File: config.mk
export PLATFORM = sky130hd
export DESIGN_NAME = axi_wr_mux
export DESIGN_NICKNAME = d
export VERILOG_FILES = /design/src/verilog/axi_wr_mux_pkg.sv /design/src/verilog/aw_rr_arbiter.sv /design/src/verilog/aw_issue_ctrl.sv /design/src/verilog/w_steer.sv /design/src/verilog/b_route.sv /design/src/verilog/axi_wr_mux.sv
export SDC_FILE = /design/constraint.sdc
export NUM_CORES = 1
export LEC_CHECK = 0
export ABC_AREA = 1
export BUFFER_PORTS_ARGS = -buffer_cell sky130_fd_sc_hd__buf_2
export CAP_MARGIN = 10
export CORE_AREA = 8 8 152 154
export CTS_CLUSTER_DIAMETER = 40
export DETAILED_ROUTE_END_ITERATION = 10
export DIE_AREA = 0 0 160 162
export PLACE_DENSITY = 0.59
export REMOVE_ABC_BUFFERS = 1
export SYNTH_ARGS = -nofsm -noshare
export SYNTH_HDL_FRONTEND = slang
export SYNTH_SLANG_ARGS = --single-unit
export TNS_END_PERCENT = 100
File: constraint.sdc
create_clock -name clk_i -period 3.17 [get_ports clk_i]
set_input_delay 0.634 -clock clk_i [delete_from_list [all_inputs] [get_ports clk_i]]
set_output_delay 0.634 -clock clk_i [all_outputs]
set_load 0.02 [all_outputs]
File: src/verilog/axi_wr_mux_pkg.sv
/*
 * Shared definitions of the AXI-style write-path multiplexer
 *  - Port index, ID, address and data widths
 *  - Vector types for port IDs, downstream IDs, port index, address, data
 *  - Response code enum and arbiter state enum
 */
package axi_wr_mux_pkg;

  // Widths ---------------------------
  localparam int unsigned PortIdxWidth = 2;  // Index prepended to the ID, up to 4 ports
  localparam int unsigned SlvIdWidth   = 4;  // ID width on the requesting ports
  localparam int unsigned MstIdWidth   = SlvIdWidth + PortIdxWidth;
  localparam int unsigned AddrWidth    = 32;
  localparam int unsigned DataWidth    = 32;

  // Vector types ---------------------
  typedef logic [SlvIdWidth-1:0]   slv_id_t;    // Port side ID
  typedef logic [PortIdxWidth-1:0] port_idx_t;  // Requesting port number
  typedef logic [MstIdWidth-1:0]   mst_id_t;    // Port index above port ID
  typedef logic [AddrWidth-1:0]    addr_t;
  typedef logic [DataWidth-1:0]    data_t;      // One W beat

  // Write response code, AXI encoding
  typedef enum logic [1:0] {
    OKAY   = 2'b00,
    EXOKAY = 2'b01,
    SLVERR = 2'b10,
    DECERR = 2'b11
  } resp_e;

  // AW arbiter states
  typedef enum logic {
    IDLE   = 1'b0,  // Free to pick a new port
    LOCKED = 1'b1   // Grant held until the AW is taken
  } arb_state_e;

endpackage

File: src/verilog/aw_rr_arbiter.sv
/*
 * Round-robin arbiter for the AW channel
 *  - Picks the first requesting port at or after the priority pointer
 *  - Locks the grant until the selected AW is accepted
 *  - Prepends the granted port index to the AW ID
 */
`timescale 1ns/1ps

module aw_rr_arbiter #(
  parameter int unsigned NumPorts = 4
) (
  input  logic                                    clk_i,
  input  logic                                    arst_n_i,
  // Requesting ports
  input  logic              [NumPorts-1:0]        req_valid_i,
  input  axi_wr_mux_pkg::slv_id_t [NumPorts-1:0]  req_id_i,
  input  axi_wr_mux_pkg::addr_t   [NumPorts-1:0]  req_addr_i,
  output logic              [NumPorts-1:0]        req_ready_o,
  // Arbitrated AW towards issue control
  output logic                                    arb_valid_o,
  output axi_wr_mux_pkg::mst_id_t                 arb_id_o,
  output axi_wr_mux_pkg::addr_t                   arb_addr_o,
  input  logic                                    arb_ready_i
);

  import axi_wr_mux_pkg::*;

  arb_state_e state_q, state_d;
  port_idx_t  rr_q, rr_d;               // Highest priority port
  port_idx_t  lock_idx_q, lock_idx_d;   // Port held while locked
  port_idx_t  sel_idx;                  // Round-robin pick this cycle
  port_idx_t  gnt_idx;                  // Port actually granted
  port_idx_t  nxt_idx;                  // Port after the granted one
  logic       any_req;

  // Search ---------------------------
  // Walk the ports starting at the pointer, wrapping at NumPorts
  always_comb begin : find_req
    int unsigned idx;
    idx     = 0;
    sel_idx = rr_q;
    any_req = 1'b0;
    for (int unsigned i = 0; i < NumPorts; i++) begin
      idx = (32'(rr_q) + i) % NumPorts;
      if (!any_req && req_valid_i[idx]) begin
        sel_idx = port_idx_t'(idx);
        any_req = 1'b1;
      end
    end
  end

  assign gnt_idx = (state_q == LOCKED) ? lock_idx_q : sel_idx;
  assign nxt_idx = (gnt_idx == port_idx_t'(NumPorts - 1)) ? '0 : gnt_idx + 1'b1;

  // Granted AW, with the index placed above the port ID
  assign arb_valid_o = req_valid_i[gnt_idx];       // Low when nothing requests
  assign arb_id_o    = {gnt_idx, req_id_i[gnt_idx]};
  assign arb_addr_o  = req_addr_i[gnt_idx];

  // Ready goes back to the granted port only
  always_comb begin
    req_ready_o          = '0;
    req_ready_o[gnt_idx] = arb_valid_o & arb_ready_i;
  end

  // Lock and priority update ---------
  always_comb begin
    state_d    = state_q;
    rr_d       = rr_q;
    lock_idx_d = lock_idx_q;
    unique case (state_q)
      IDLE: begin
        if (arb_valid_o) begin
          if (arb_ready_i) begin
            rr_d = nxt_idx;          // Taken at once, move priority on
          end else begin
            state_d    = LOCKED;     // Hold this port until accepted
            lock_idx_d = gnt_idx;
          end
        end
      end
      LOCKED: begin
        if (arb_valid_o && arb_ready_i) begin
          state_d = IDLE;
          rr_d    = nxt_idx;
        end
      end
      default: state_d = IDLE;
    endcase
  end

  always_ff @(posedge clk_i or negedge arst_n_i) begin
    if (!arst_n_i) begin
      state_q    <= IDLE;
      rr_q       <= '0;
      lock_idx_q <= '0;
    end else begin
      state_q    <= state_d;
      rr_q       <= rr_d;
      lock_idx_q <= lock_idx_d;
    end
  end

endmodule

File: src/verilog/aw_issue_ctrl.sv
/*
 * AW issue control
 *  - Presents the arbitrated AW downstream while the order FIFO has room
 *  - Pushes the granted port index once per AW
 *  - Lock register keeps a stalled AW valid without a second push
 */
`timescale 1ns/1ps

module aw_issue_ctrl (
  input  logic                        clk_i,
  input  logic                        arst_n_i,
  // From the arbiter
  input  logic                        arb_valid_i,
  input  axi_wr_mux_pkg::mst_id_t     arb_id_i,
  input  axi_wr_mux_pkg::addr_t       arb_addr_i,
  output logic                        arb_ready_o,
  // Order FIFO
  input  logic                        fifo_full_i,
  output logic                        fifo_push_o,
  output axi_wr_mux_pkg::port_idx_t   push_idx_o,
  // Downstream AW
  output logic                        mst_aw_valid_o,
  output axi_wr_mux_pkg::mst_id_t     mst_aw_id_o,
  output axi_wr_mux_pkg::addr_t       mst_aw_addr_o,
  input  logic                        mst_aw_ready_i
);

  import axi_wr_mux_pkg::*;

  // Set when an AW was pushed but not yet taken downstream
  logic lock_q, lock_d;

  // Payload comes straight from the arbiter, which holds it while locked
  assign mst_aw_id_o   = arb_id_i;
  assign mst_aw_addr_o = arb_addr_i;
  assign push_idx_o    = arb_id_i[SlvIdWidth +: PortIdxWidth];  // Upper ID bits

  // Handshake control ----------------
  always_comb begin
    lock_d         = lock_q;
    fifo_push_o    = 1'b0;
    mst_aw_valid_o = 1'b0;
    arb_ready_o    = 1'b0;
    if (lock_q) begin
      // Index already queued, only finish the AW transfer
      mst_aw_valid_o = 1'b1;
      if (mst_aw_ready_i) begin
        arb_ready_o = 1'b1;
        lock_d      = 1'b0;
      end
    end else if (arb_valid_i && !fifo_full_i) begin
      // New AW, queue its port for the W path
      mst_aw_valid_o = 1'b1;
      fifo_push_o    = 1'b1;
      if (mst_aw_ready_i) begin
        arb_ready_o = 1'b1;        // Same-cycle accept
      end else begin
        lock_d = 1'b1;             // Stalled downstream
      end
    end
    // Full FIFO and no lock: AW waits, valid stays low
  end

  always_ff @(posedge clk_i or negedge arst_n_i) begin
    if (!arst_n_i) begin
      lock_q <= 1'b0;
    end else begin
      lock_q <= lock_d;
    end
  end

endmodule

File: src/verilog/w_steer.sv
/*
 * W channel steering
 *  - Order FIFO of granted port indices, one entry per issued AW
 *  - Connects the head port's W handshake to the downstream W channel
 *  - Pops the head on the transfer of the last beat
 */
`timescale 1ns/1ps

module w_steer #(
  parameter int unsigned NumPorts  = 4,
  parameter int unsigned MaxWTrans = 8   // FIFO depth, power of two
) (
  input  logic                                  clk_i,
  input  logic                                  arst_n_i,
  // Push side, from AW issue control
  input  logic                                  fifo_push_i,
  input  axi_wr_mux_pkg::port_idx_t             push_idx_i,
  output logic                                  fifo_full_o,
  // Requesting W ports
  input  logic              [NumPorts-1:0]      slv_w_valid_i,
  input  axi_wr_mux_pkg::data_t [NumPorts-1:0]  slv_w_data_i,
  input  logic              [NumPorts-1:0]      slv_w_last_i,
  output logic              [NumPorts-1:0]      slv_w_ready_o,
  // Downstream W
  output logic                                  mst_w_valid_o,
  output axi_wr_mux_pkg::data_t                 mst_w_data_o,
  output logic                                  mst_w_last_o,
  input  logic                                  mst_w_ready_i
);

  import axi_wr_mux_pkg::*;

  localparam int unsigned PtrWidth = $clog2(MaxWTrans);
  localparam int unsigned CntWidth = PtrWidth + 1;   // Holds 0..MaxWTrans

  port_idx_t           idx_mem [MaxWTrans];
  logic [PtrWidth-1:0] wr_ptr_q, rd_ptr_q;
  logic [CntWidth-1:0] cnt_q;
  logic                fifo_empty;
  logic                fifo_pop;
  port_idx_t           head_idx;

  assign fifo_empty  = (cnt_q == '0);
  assign fifo_full_o = (cnt_q == CntWidth'(MaxWTrans));
  assign head_idx    = idx_mem[rd_ptr_q];

  // W multiplexer --------------------
  assign mst_w_data_o = slv_w_data_i[head_idx];
  assign mst_w_last_o = slv_w_last_i[head_idx];

  always_comb begin
    mst_w_valid_o = 1'b0;
    slv_w_ready_o = '0;           // Ports not at the head are stalled
    fifo_pop      = 1'b0;
    if (!fifo_empty) begin
      mst_w_valid_o           = slv_w_valid_i[head_idx];
      slv_w_ready_o[head_idx] = mst_w_ready_i;
      // Burst done, move to the next AW's port
      fifo_pop = slv_w_valid_i[head_idx] & mst_w_ready_i & slv_w_last_i[head_idx];
    end
  end

  // Order FIFO -----------------------
  always_ff @(posedge clk_i) begin
    if (fifo_push_i) begin
      idx_mem[wr_ptr_q] <= push_idx_i;
    end
  end

  // Pointers wrap on their own, depth is a power of two
  always_ff @(posedge clk_i or negedge arst_n_i) begin
    if (!arst_n_i) begin
      wr_ptr_q <= '0;
      rd_ptr_q <= '0;
      cnt_q    <= '0;
    end else begin
      if (fifo_push_i) wr_ptr_q <= wr_ptr_q + 1'b1;
      if (fifo_pop)    rd_ptr_q <= rd_ptr_q + 1'b1;
      unique case ({fifo_push_i, fifo_pop})
        2'b10:   cnt_q <= cnt_q + 1'b1;
        2'b01:   cnt_q <= cnt_q - 1'b1;
        default: cnt_q <= cnt_q;    // Both or neither
      endcase
    end
  end

endmodule

File: src/verilog/b_route.sv
/*
 * B response routing
 *  - Decodes the port index from the upper downstream ID bits
 *  - Raises only that port's valid and returns its ready
 *  - Strips the index, broadcasts port ID and response to all ports
 */
`timescale 1ns/1ps

module b_route #(
  parameter int unsigned NumPorts = 4
) (
  // Downstream B
  input  logic                                    mst_b_valid_i,
  input  axi_wr_mux_pkg::mst_id_t                 mst_b_id_i,
  input  axi_wr_mux_pkg::resp_e                   mst_b_resp_i,
  output logic                                    mst_b_ready_o,
  // Requesting B ports
  output logic              [NumPorts-1:0]        slv_b_valid_o,
  output axi_wr_mux_pkg::slv_id_t [NumPorts-1:0]  slv_b_id_o,
  output axi_wr_mux_pkg::resp_e   [NumPorts-1:0]  slv_b_resp_o,
  input  logic              [NumPorts-1:0]        slv_b_ready_i
);

  import axi_wr_mux_pkg::*;

  port_idx_t dst_idx;   // Port named by the ID prefix
  slv_id_t   port_id;   // ID as the port issued it

  assign dst_idx = mst_b_id_i[SlvIdWidth +: PortIdxWidth];
  assign port_id = mst_b_id_i[SlvIdWidth-1:0];

  // Decode -------------------------
  always_comb begin
    for (int unsigned i = 0; i < NumPorts; i++) begin
      slv_b_valid_o[i] = mst_b_valid_i && (dst_idx == port_idx_t'(i));
      slv_b_id_o[i]    = port_id;        // Same payload everywhere
      slv_b_resp_o[i]  = mst_b_resp_i;
    end
  end

  // Back-pressure from the addressed port only
  assign mst_b_ready_o = slv_b_ready_i[dst_idx];

endmodule

File: src/verilog/axi_wr_mux.sv
/*
 * Write-path multiplexer, NumPorts requesting ports onto one downstream port
 *  - Round-robin AW arbiter with port index prepended to the ID
 *  - AW issue control with lock register and outstanding limit
 *  - W steering in AW order through the order FIFO
 *  - B routing by ID prefix
 */
`timescale 1ns/1ps

module axi_wr_mux #(
  parameter int unsigned NumPorts  = 4,   // 2 to 4
  parameter int unsigned MaxWTrans = 8    // Outstanding W bursts, power of two
) (
  input  logic                                    clk_i,
  input  logic                                    arst_n_i,
  // Requesting ports, AW
  input  logic              [NumPorts-1:0]        slv_aw_valid_i,
  input  axi_wr_mux_pkg::slv_id_t [NumPorts-1:0]  slv_aw_id_i,
  input  axi_wr_mux_pkg::addr_t   [NumPorts-1:0]  slv_aw_addr_i,
  output logic              [NumPorts-1:0]        slv_aw_ready_o,
  // Requesting ports, W
  input  logic              [NumPorts-1:0]        slv_w_valid_i,
  input  axi_wr_mux_pkg::data_t   [NumPorts-1:0]  slv_w_data_i,
  input  logic              [NumPorts-1:0]        slv_w_last_i,
  output logic              [NumPorts-1:0]        slv_w_ready_o,
  // Requesting ports, B
  output logic              [NumPorts-1:0]        slv_b_valid_o,
  output axi_wr_mux_pkg::slv_id_t [NumPorts-1:0]  slv_b_id_o,
  output axi_wr_mux_pkg::resp_e   [NumPorts-1:0]  slv_b_resp_o,
  input  logic              [NumPorts-1:0]        slv_b_ready_i,
  // Downstream AW
  output logic                                    mst_aw_valid_o,
  output axi_wr_mux_pkg::mst_id_t                 mst_aw_id_o,
  output axi_wr_mux_pkg::addr_t                   mst_aw_addr_o,
  input  logic                                    mst_aw_ready_i,
  // Downstream W
  output logic                                    mst_w_valid_o,
  output axi_wr_mux_pkg::data_t                   mst_w_data_o,
  output logic                                    mst_w_last_o,
  input  logic                                    mst_w_ready_i,
  // Downstream B
  input  logic                                    mst_b_valid_i,
  input  axi_wr_mux_pkg::mst_id_t                 mst_b_id_i,
  input  axi_wr_mux_pkg::resp_e                   mst_b_resp_i,
  output logic                                    mst_b_ready_o
);

  import axi_wr_mux_pkg::*;

  // Arbiter to issue control
  logic      arb_valid, arb_ready;
  mst_id_t   arb_id;                // Already carries the port index
  addr_t     arb_addr;
  // Issue control to order FIFO
  logic      fifo_push, fifo_full;
  port_idx_t push_idx;

  // AW channel -----------------------
  aw_rr_arbiter #(
    .NumPorts    ( NumPorts       )
  ) i_aw_rr_arbiter (
    .clk_i       ( clk_i          ),
    .arst_n_i    ( arst_n_i       ),
    .req_valid_i ( slv_aw_valid_i ),
    .req_id_i    ( slv_aw_id_i    ),
    .req_addr_i  ( slv_aw_addr_i  ),
    .req_ready_o ( slv_aw_ready_o ),
    .arb_valid_o ( arb_valid      ),
    .arb_id_o    ( arb_id         ),
    .arb_addr_o  ( arb_addr       ),
    .arb_ready_i ( arb_ready      )
  );

  aw_issue_ctrl i_aw_issue_ctrl (
    .clk_i          ( clk_i          ),
    .arst_n_i       ( arst_n_i       ),
    .arb_valid_i    ( arb_valid      ),
    .arb_id_i       ( arb_id         ),
    .arb_addr_i     ( arb_addr       ),
    .arb_ready_o    ( arb_ready      ),
    .fifo_full_i    ( fifo_full      ),  // Outstanding limit reached
    .fifo_push_o    ( fifo_push      ),
    .push_idx_o     ( push_idx       ),
    .mst_aw_valid_o ( mst_aw_valid_o ),
    .mst_aw_id_o    ( mst_aw_id_o    ),
    .mst_aw_addr_o  ( mst_aw_addr_o  ),
    .mst_aw_ready_i ( mst_aw_ready_i )
  );

  // W channel ------------------------
  w_steer #(
    .NumPorts      ( NumPorts      ),
    .MaxWTrans     ( MaxWTrans     )
  ) i_w_steer (
    .clk_i         ( clk_i         ),
    .arst_n_i      ( arst_n_i      ),
    .fifo_push_i   ( fifo_push     ),
    .push_idx_i    ( push_idx      ),
    .fifo_full_o   ( fifo_full     ),
    .slv_w_valid_i ( slv_w_valid_i ),
    .slv_w_data_i  ( slv_w_data_i  ),
    .slv_w_last_i  ( slv_w_last_i  ),
    .slv_w_ready_o ( slv_w_ready_o ),
    .mst_w_valid_o ( mst_w_valid_o ),
    .mst_w_data_o  ( mst_w_data_o  ),
    .mst_w_last_o  ( mst_w_last_o  ),
    .mst_w_ready_i ( mst_w_ready_i )
  );

  // B channel ------------------------
  b_route #(
    .NumPorts      ( NumPorts      )
  ) i_b_route (
    .mst_b_valid_i ( mst_b_valid_i ),
    .mst_b_id_i    ( mst_b_id_i    ),
    .mst_b_resp_i  ( mst_b_resp_i  ),
    .mst_b_ready_o ( mst_b_ready_o ),
    .slv_b_valid_o ( slv_b_valid_o ),
    .slv_b_id_o    ( slv_b_id_o    ),
    .slv_b_resp_o  ( slv_b_resp_o  ),
    .slv_b_ready_i ( slv_b_ready_i )
  );

endmodule

==> flow_summary.ini, run 1 <==
[power]
cellLeakagePower_nw = 3.62
finalPower_mw = 10.5
power_density_mw_per_mm2 = 1470
irDropWorstVdd_mv = 0.790

[die]
die_h_um = 162
start_util_pct = 20.1
ios = 411
die_x_um = 160
core_area_sq_mm = 0.0207
dieArea_sq_mm = 0.0259
num_rows = 53

[timing]
max_freq_mhz = 310
setup_ws_ns = -0.0597
fin_skew_ns = 0.00242
setup_viol = 22
relSlewSlack_pct = 65.2
holdWs_ns = 0.276
worst_slew_pin_slew_ns = 0.522
final_max_slew_viol_count = 0
setup-tns-final_ns = -0.449
post-route-period-util_pct = 102
rsz0062_at_grt = yes
min_period_ns = 3.23
hold_violations = 0

[place]
hpwl_um = 19300
place_area_sq_mm = 0.00628
gp_congestion = 0.882
portBuffers = 380
place_inst = 1274
place_ws_ns = 0.0588

[final_layout]
final_common_cell = buf_2
layout_common_cells = buf_2 (339), nand3_1 (115), nor2_1 (90)
areaGrowthSynthToFinish_pct = 72.1
postLayoutCellArea_sq_mm = 0.00717
postLayoutCoreUtil_pct = 34.7
layout.nets = 1341
instances_no_fill = 1309
layout-drive-gt1-share_pct = 50.7

[job]
drv_cap = 0

[yosys]
synth_area_leaders = nand3_1 (14%), edfxtp_1 (12%), dfrtp_1 (9.6%)
syn_avg_cell_area_sq_um = 6.30
yosysTopAreaCell = nand3_1
yosys_register_bits = 32
yosys_warnings = 0
synthesis.area_sq_mm = 0.00417
synth_cells = 661
yosys.area.top_type_share_pct = 13.9
seq_area_frac_synth_pct = 21.1
synth_cell_types = 37

[global_routing]
grt_pass1_wl_um = 34700
gr-total-overflow = 0
grt_max_degree = 54
track_usage_pct = 16.7
grt_pass1_vias = 6244
antenna_found_initial = 8

[drt]
vias = 6205
ant_nets = 0
drtIter0Drc = 443
via_per_inst = 4.74
routed_wl_um = 24100
wl_per_cell_um = 18.4
drtPass1Iterations = 4
drcViolationCount = 0

[cts]
clkLatencyLatePin_ns = 0.28
numCtsBuffers = 5
cts_sinks = 32
clk_path_buf_depth = 2
root_buffer = clkbuf_16
cts.clk_slew.worst_paths_ns = 0.05
cts_hold_buffers = 0
htree_levels = 2
cts_tree = built

[worst_setup_path]
required_ns = 2.54
critical_path.endpoint = mst_aw_addr_o[5]
crit_slowest_cell = dfrtp_2
crit_path_max_fanout = 15
r2r-end = i_w_steer.cnt_q[2]
r2r-start = i_aw_rr_arbiter.rr_q[0]
endpoint_kind = primary output
r2r_setup_slack_ns = 0.13
crit_path_start = i_aw_rr_arbiter.rr_q[0]
crit_chain = clkinvlp_4 -> nand2_2 -> nand3_2 -> nand2_4 -> nand3_2 -> nand2_2 -> nand2_1 -> nand2_1 -> nand2_2 -> a21oi_4 -> buf_4 -> clkbuf_16 -> o21ai_0 -> o22ai_1 -> buf_4
slowest_delay_ns = 0.45
cp_common_cell = nand2_2
start_kind = flip-flop
critPathKind = reg2out
reg2reg_depth = 21
critPathArrivalTime_ns = 2.60

[outcome]
status = finished, violations left
violations = negative setup slack

[worst_hold_path]
hp-class = in2async
==> cells in the mapped netlist, drive strengths merged <==
library cell	number
o211ai	3
nand3b	1
a22oi	32
o21ai	81
nor3	5
nand4	3
o22ai	37
nand3	123
a21oi	4
nor2	104
xor2	3
edfxtp	16
o31ai	1
buf	49
dfrtp	16
xnor2	3
inv	37
or2	2
ha	9
o221ai	1
clkbuf	21
nand2	110
==> per-layer routing <==
layer	routed length, um	track usage [%]	share of wire [%]
met4	510	4.55	2.1
met1	8730	17.1	36
met3	2140	5.62	8.9
met5	0	0	0
met2	12700	31.5	53
==> worst min path at each step <==
stage                                    end                          start  cells after the start  slack, ns
3_3_place_gp   i_aw_rr_arbiter.lock_idx_q[0]  i_aw_rr_arbiter.lock_idx_q[0]                      2       0.47
3_5_place_dp   i_aw_rr_arbiter.lock_idx_q[0]  i_aw_rr_arbiter.lock_idx_q[0]                      2       0.47
5_1_grt                   i_w_steer.cnt_q[0]                       arst_n_i                      1       0.31
6_report                  i_w_steer.cnt_q[0]                       arst_n_i                      1       0.28
4_1_cts                            async pin                       arst_n_i                      1       0.29
2_1_floorplan                      async pin                       arst_n_i                      0       0.34
==> report_power, final <==
group	total [mW]	switching (mW)	internal, mW
Combinational	9.22	5.59	3.63
Sequential	0.765	0.128	0.637
Clock	0.544	0.175	0.368
==> kinds of logic (layout without fill, tap and decap cells) <==
| kind of cell | Yosys count | after routing | share of synthesized area [%] |
|---|---|---|---|
| AO/OA/AOI/OAI | 159 | 159 | 22.7 |
| XOR/XNOR | 6 | 6 | 1.26 |
| AND/OR/NAND/NOR | 348 | 348 | 39.4 |
| adder cells (fa/ha/maj) | 9 | 9 | 2.70 |
| buffers and inverters | 107 | 478 | 12.8 |
| other | 0 | 2 | 0 |
| flip-flops | 32 | 32 | 21.1 |
==> state kept, by name, indices dropped and copies added, names as in the netlist, named ones only <==
name	count
i_aw_rr_arbiter.lock_idx_q	2
i_w_steer.idx_mem	16
i_w_steer.cnt_q	4
i_w_steer.rd_ptr_q	3
i_aw_issue_ctrl.lock_q	1
i_aw_rr_arbiter.rr_q	2
i_w_steer.wr_ptr_q	3
==> critical path: cells and delay by family, from the launching register on <==
kind	cells	cell delay (ns)
AO/OA/AOI/OAI	3	0.48
AND/OR/NAND/NOR	8	0.71
flip-flops	1	0.45
buffers and inverters	4	0.67
==> final cells by class <==
class | instances | area, sq um
Clock buffer | 5 | 125
Fill cell | 2264 | 13500
Inverter | 37 | 155
Sequential cell | 32 | 883
Antenna cell | 2 | 5.00
Multi-Input combinational cell | 522 | 2940
Timing Repair inverter | 1 | 7.51
Clock inverter | 3 | 42.5
Timing Repair Buffer | 432 | 2670
Tap cell | 275 | 344
==> what timing repair did <==
item                       in CTS  in global routing
resized for setup              29                 91
pin swaps                       4                 17
setup endpoints to repair      44                 70
setup buffers                   8                  9
cloned                          3                  5
(Power assumes the default switching activity.)
==> run 2, diff against run 1 <==
RECOVER_POWER = 100   (was not set)
SLEW_MARGIN = 20   (was not set)
==> flow_summary.ini, run 2 (synthesis gave the netlist of run 1 again) <==
[timing]
hold_violations = 0
worst_slew_pin_slew_ns = 0.936
setup_viol = 23
rsz0062_at_grt = yes
setup-tns-final_ns = -0.463
setup_ws_ns = -0.0605
min_period_ns = 3.23
post-route-period-util_pct = 102
fin_skew_ns = 0.00239
final_max_slew_viol_count = 0
relSlewSlack_pct = 37.6
max_freq_mhz = 310

[final_layout]
postLayoutCoreUtil_pct = 34.6
areaGrowthSynthToFinish_pct = 71.9
layout-drive-gt1-share_pct = 50.1
n_fill_cell = 2267
largest_reg_flops = 16
instances_no_fill = 1309
layout_common_cells = buf_2 (333), nand3_1 (115), nor2_1 (90)
layout.nets = 1341
final_common_cell = buf_2
postLayoutCellArea_sq_mm = 0.00716
top_register = i_w_steer.idx_mem
register_area_sq_um = 883
top_regs = i_w_steer.idx_mem: 16 flops, i_w_steer.cnt_q: 4 flops
multi_input_area_sq_mm = 0.00294

[cts]
htree_levels = 2
cts.clk_slew.worst_paths_ns = 0.05
numCtsBuffers = 5
clkLatencyLatePin_ns = 0.28
root_buffer = clkbuf_16
cts_tree = built
cts_sinks = 32
clk_path_buf_depth = 2

[power]
cellLeakagePower_nw = 3.60
finalPower_mw = 10.5
power_density_mw_per_mm2 = 1470
irDropWorstVdd_mv = 0.788

[job]
drv_cap = 0

[worst_setup_path]
critPathBufInv = 4
crit_slowest_cell = dfrtp_2
critPathArrivalTime_ns = 2.60
required_ns = 2.54
endpoint_kind = primary output
slowest_delay_ns = 0.45
start_kind = flip-flop
crit_path_max_fanout = 15
crit_chain = clkinvlp_4 -> nand2_2 -> nand3_2 -> nand2_4 -> nand3_2 -> nand2_2 -> nand2_1 -> nand2_1 -> nand2_2 -> a21oi_4 -> buf_4 -> clkbuf_16 -> o21ai_0 -> o22ai_1 -> buf_4
critPathKind = reg2out
cp_common_cell = nand2_2
cp_top_family = simple AND/OR/NAND/NOR gates

[global_routing]
antenna_found_initial = 8
met1_usage_pct = 17.1
met2_usage_pct = 31.5
gr-total-overflow = 0
busiest_layer = met2
track_usage_pct = 16.7
grt_pass1_vias = 6244
grt_max_degree = 54
grt.met3_usage_pct = 5.62
grt_pass1_wl_um = 34700

[drt]
via_per_inst = 4.73
drtIter0Drc = 475
routed_wl_um = 24200
vias = 6189
drtPass1Iterations = 4
drcViolationCount = 0
ant_nets = 0
wl_per_cell_um = 18.4

[die]
start_util_pct = 20.1
dieArea_sq_mm = 0.0259
ios = 411
die_h_um = 162
core_area_sq_mm = 0.0207
num_rows = 53
die_x_um = 160

[place]
place_inst = 1274
hpwl_um = 19300
portBuffers = 380
place_area_sq_mm = 0.00628
gp_congestion = 0.882

[outcome]
status = finished, violations left
violations = negative setup slack

[worst_hold_path]
hp-class = in2async
[run 2: area by class of cell]
type / count / share of cell area (%)
Antenna cell: 2 / 0.0699
Clock buffer: 5 / 1.75
Clock inverter: 3 / 0.594
Inverter: 37 / 2.17
Multi-Input combinational cell: 522 / 41.0
Sequential cell: 32 / 12.3
Tap cell: 275 / 4.80
Timing Repair Buffer: 432 / 37.2
Timing Repair inverter: 1 / 0.105
[run 2: through the flow]
step / setup slack, ns / hold slack, ns
after floorplan: -1.13 / 0.338
after global placement: 0.0880 / 0.466
final: -0.0605 / 0.476
after global routing: -0.252 / 0.541
after detailed placement: 0.0588 / 0.473
after CTS: -0.00138 / 0.293
[run 2: layer usage]
| metal | up-vias | part of all wire (%) |
|---|---|---|
| met5 | - | 0 |
| met4 | 0 | 2.1 |
| met3 | 34 | 8.7 |
| met2 | 344 | 53 |
| met1 | 2786 | 36 |
| li1 | 3025 | - |
[run 2: worst paths after layout]
path,slack [ns],start,depth (start not counted),to
worst max-delay path,-0.06,i_aw_rr_arbiter.rr_q[0],15,mst_aw_addr_o[5]
worst min-delay path,0.48,arst_n_i,1,i_w_steer.cnt_q[0]
worst max register to register,0.13,i_aw_rr_arbiter.rr_q[0],21,i_w_steer.cnt_q[2]
worst min register to register,0.48,i_aw_rr_arbiter.lock_idx_q[0],2,i_aw_rr_arbiter.lock_idx_q[0]
max in group asynchronous,2.06,arst_n_i,1,i_w_steer.rd_ptr_q[0]
min in group clk_i,0.48,i_aw_rr_arbiter.lock_idx_q[0],2,i_aw_rr_arbiter.lock_idx_q[0]
[run 2: power by group]
part / total, mW / switching (mW) / internal [mW]
clock network: 0.544 / 0.175 / 0.368
registers: 0.764 / 0.128 / 0.636
logic: 9.21 / 5.58 / 3.63
total: 10.5 / 5.89 / 4.63
[run 2: repair_timing]
item | CTS | global route
gates cloned | 3 | 5
gates resized for setup | 29 | 91
buffers inserted | 8 | 9
pin swaps | 4 | 17
setup endpoints to repair | 44 | 70
hold buffers | 0 | 0
[run 2: worst register-to-register path: cells and delay by family, from the launching register on]
| kind | cells | cell delay (ns) |
|---|---|---|
| flops | 1 | 0.45 |
| compound gates | 3 | 0.47 |
| simple gates | 13 | 1.22 |
| xor+xnor | 1 | 0.13 |
| buf+inv | 2 | 0.29 |
| fa+ha+maj | 2 | 0.37 |
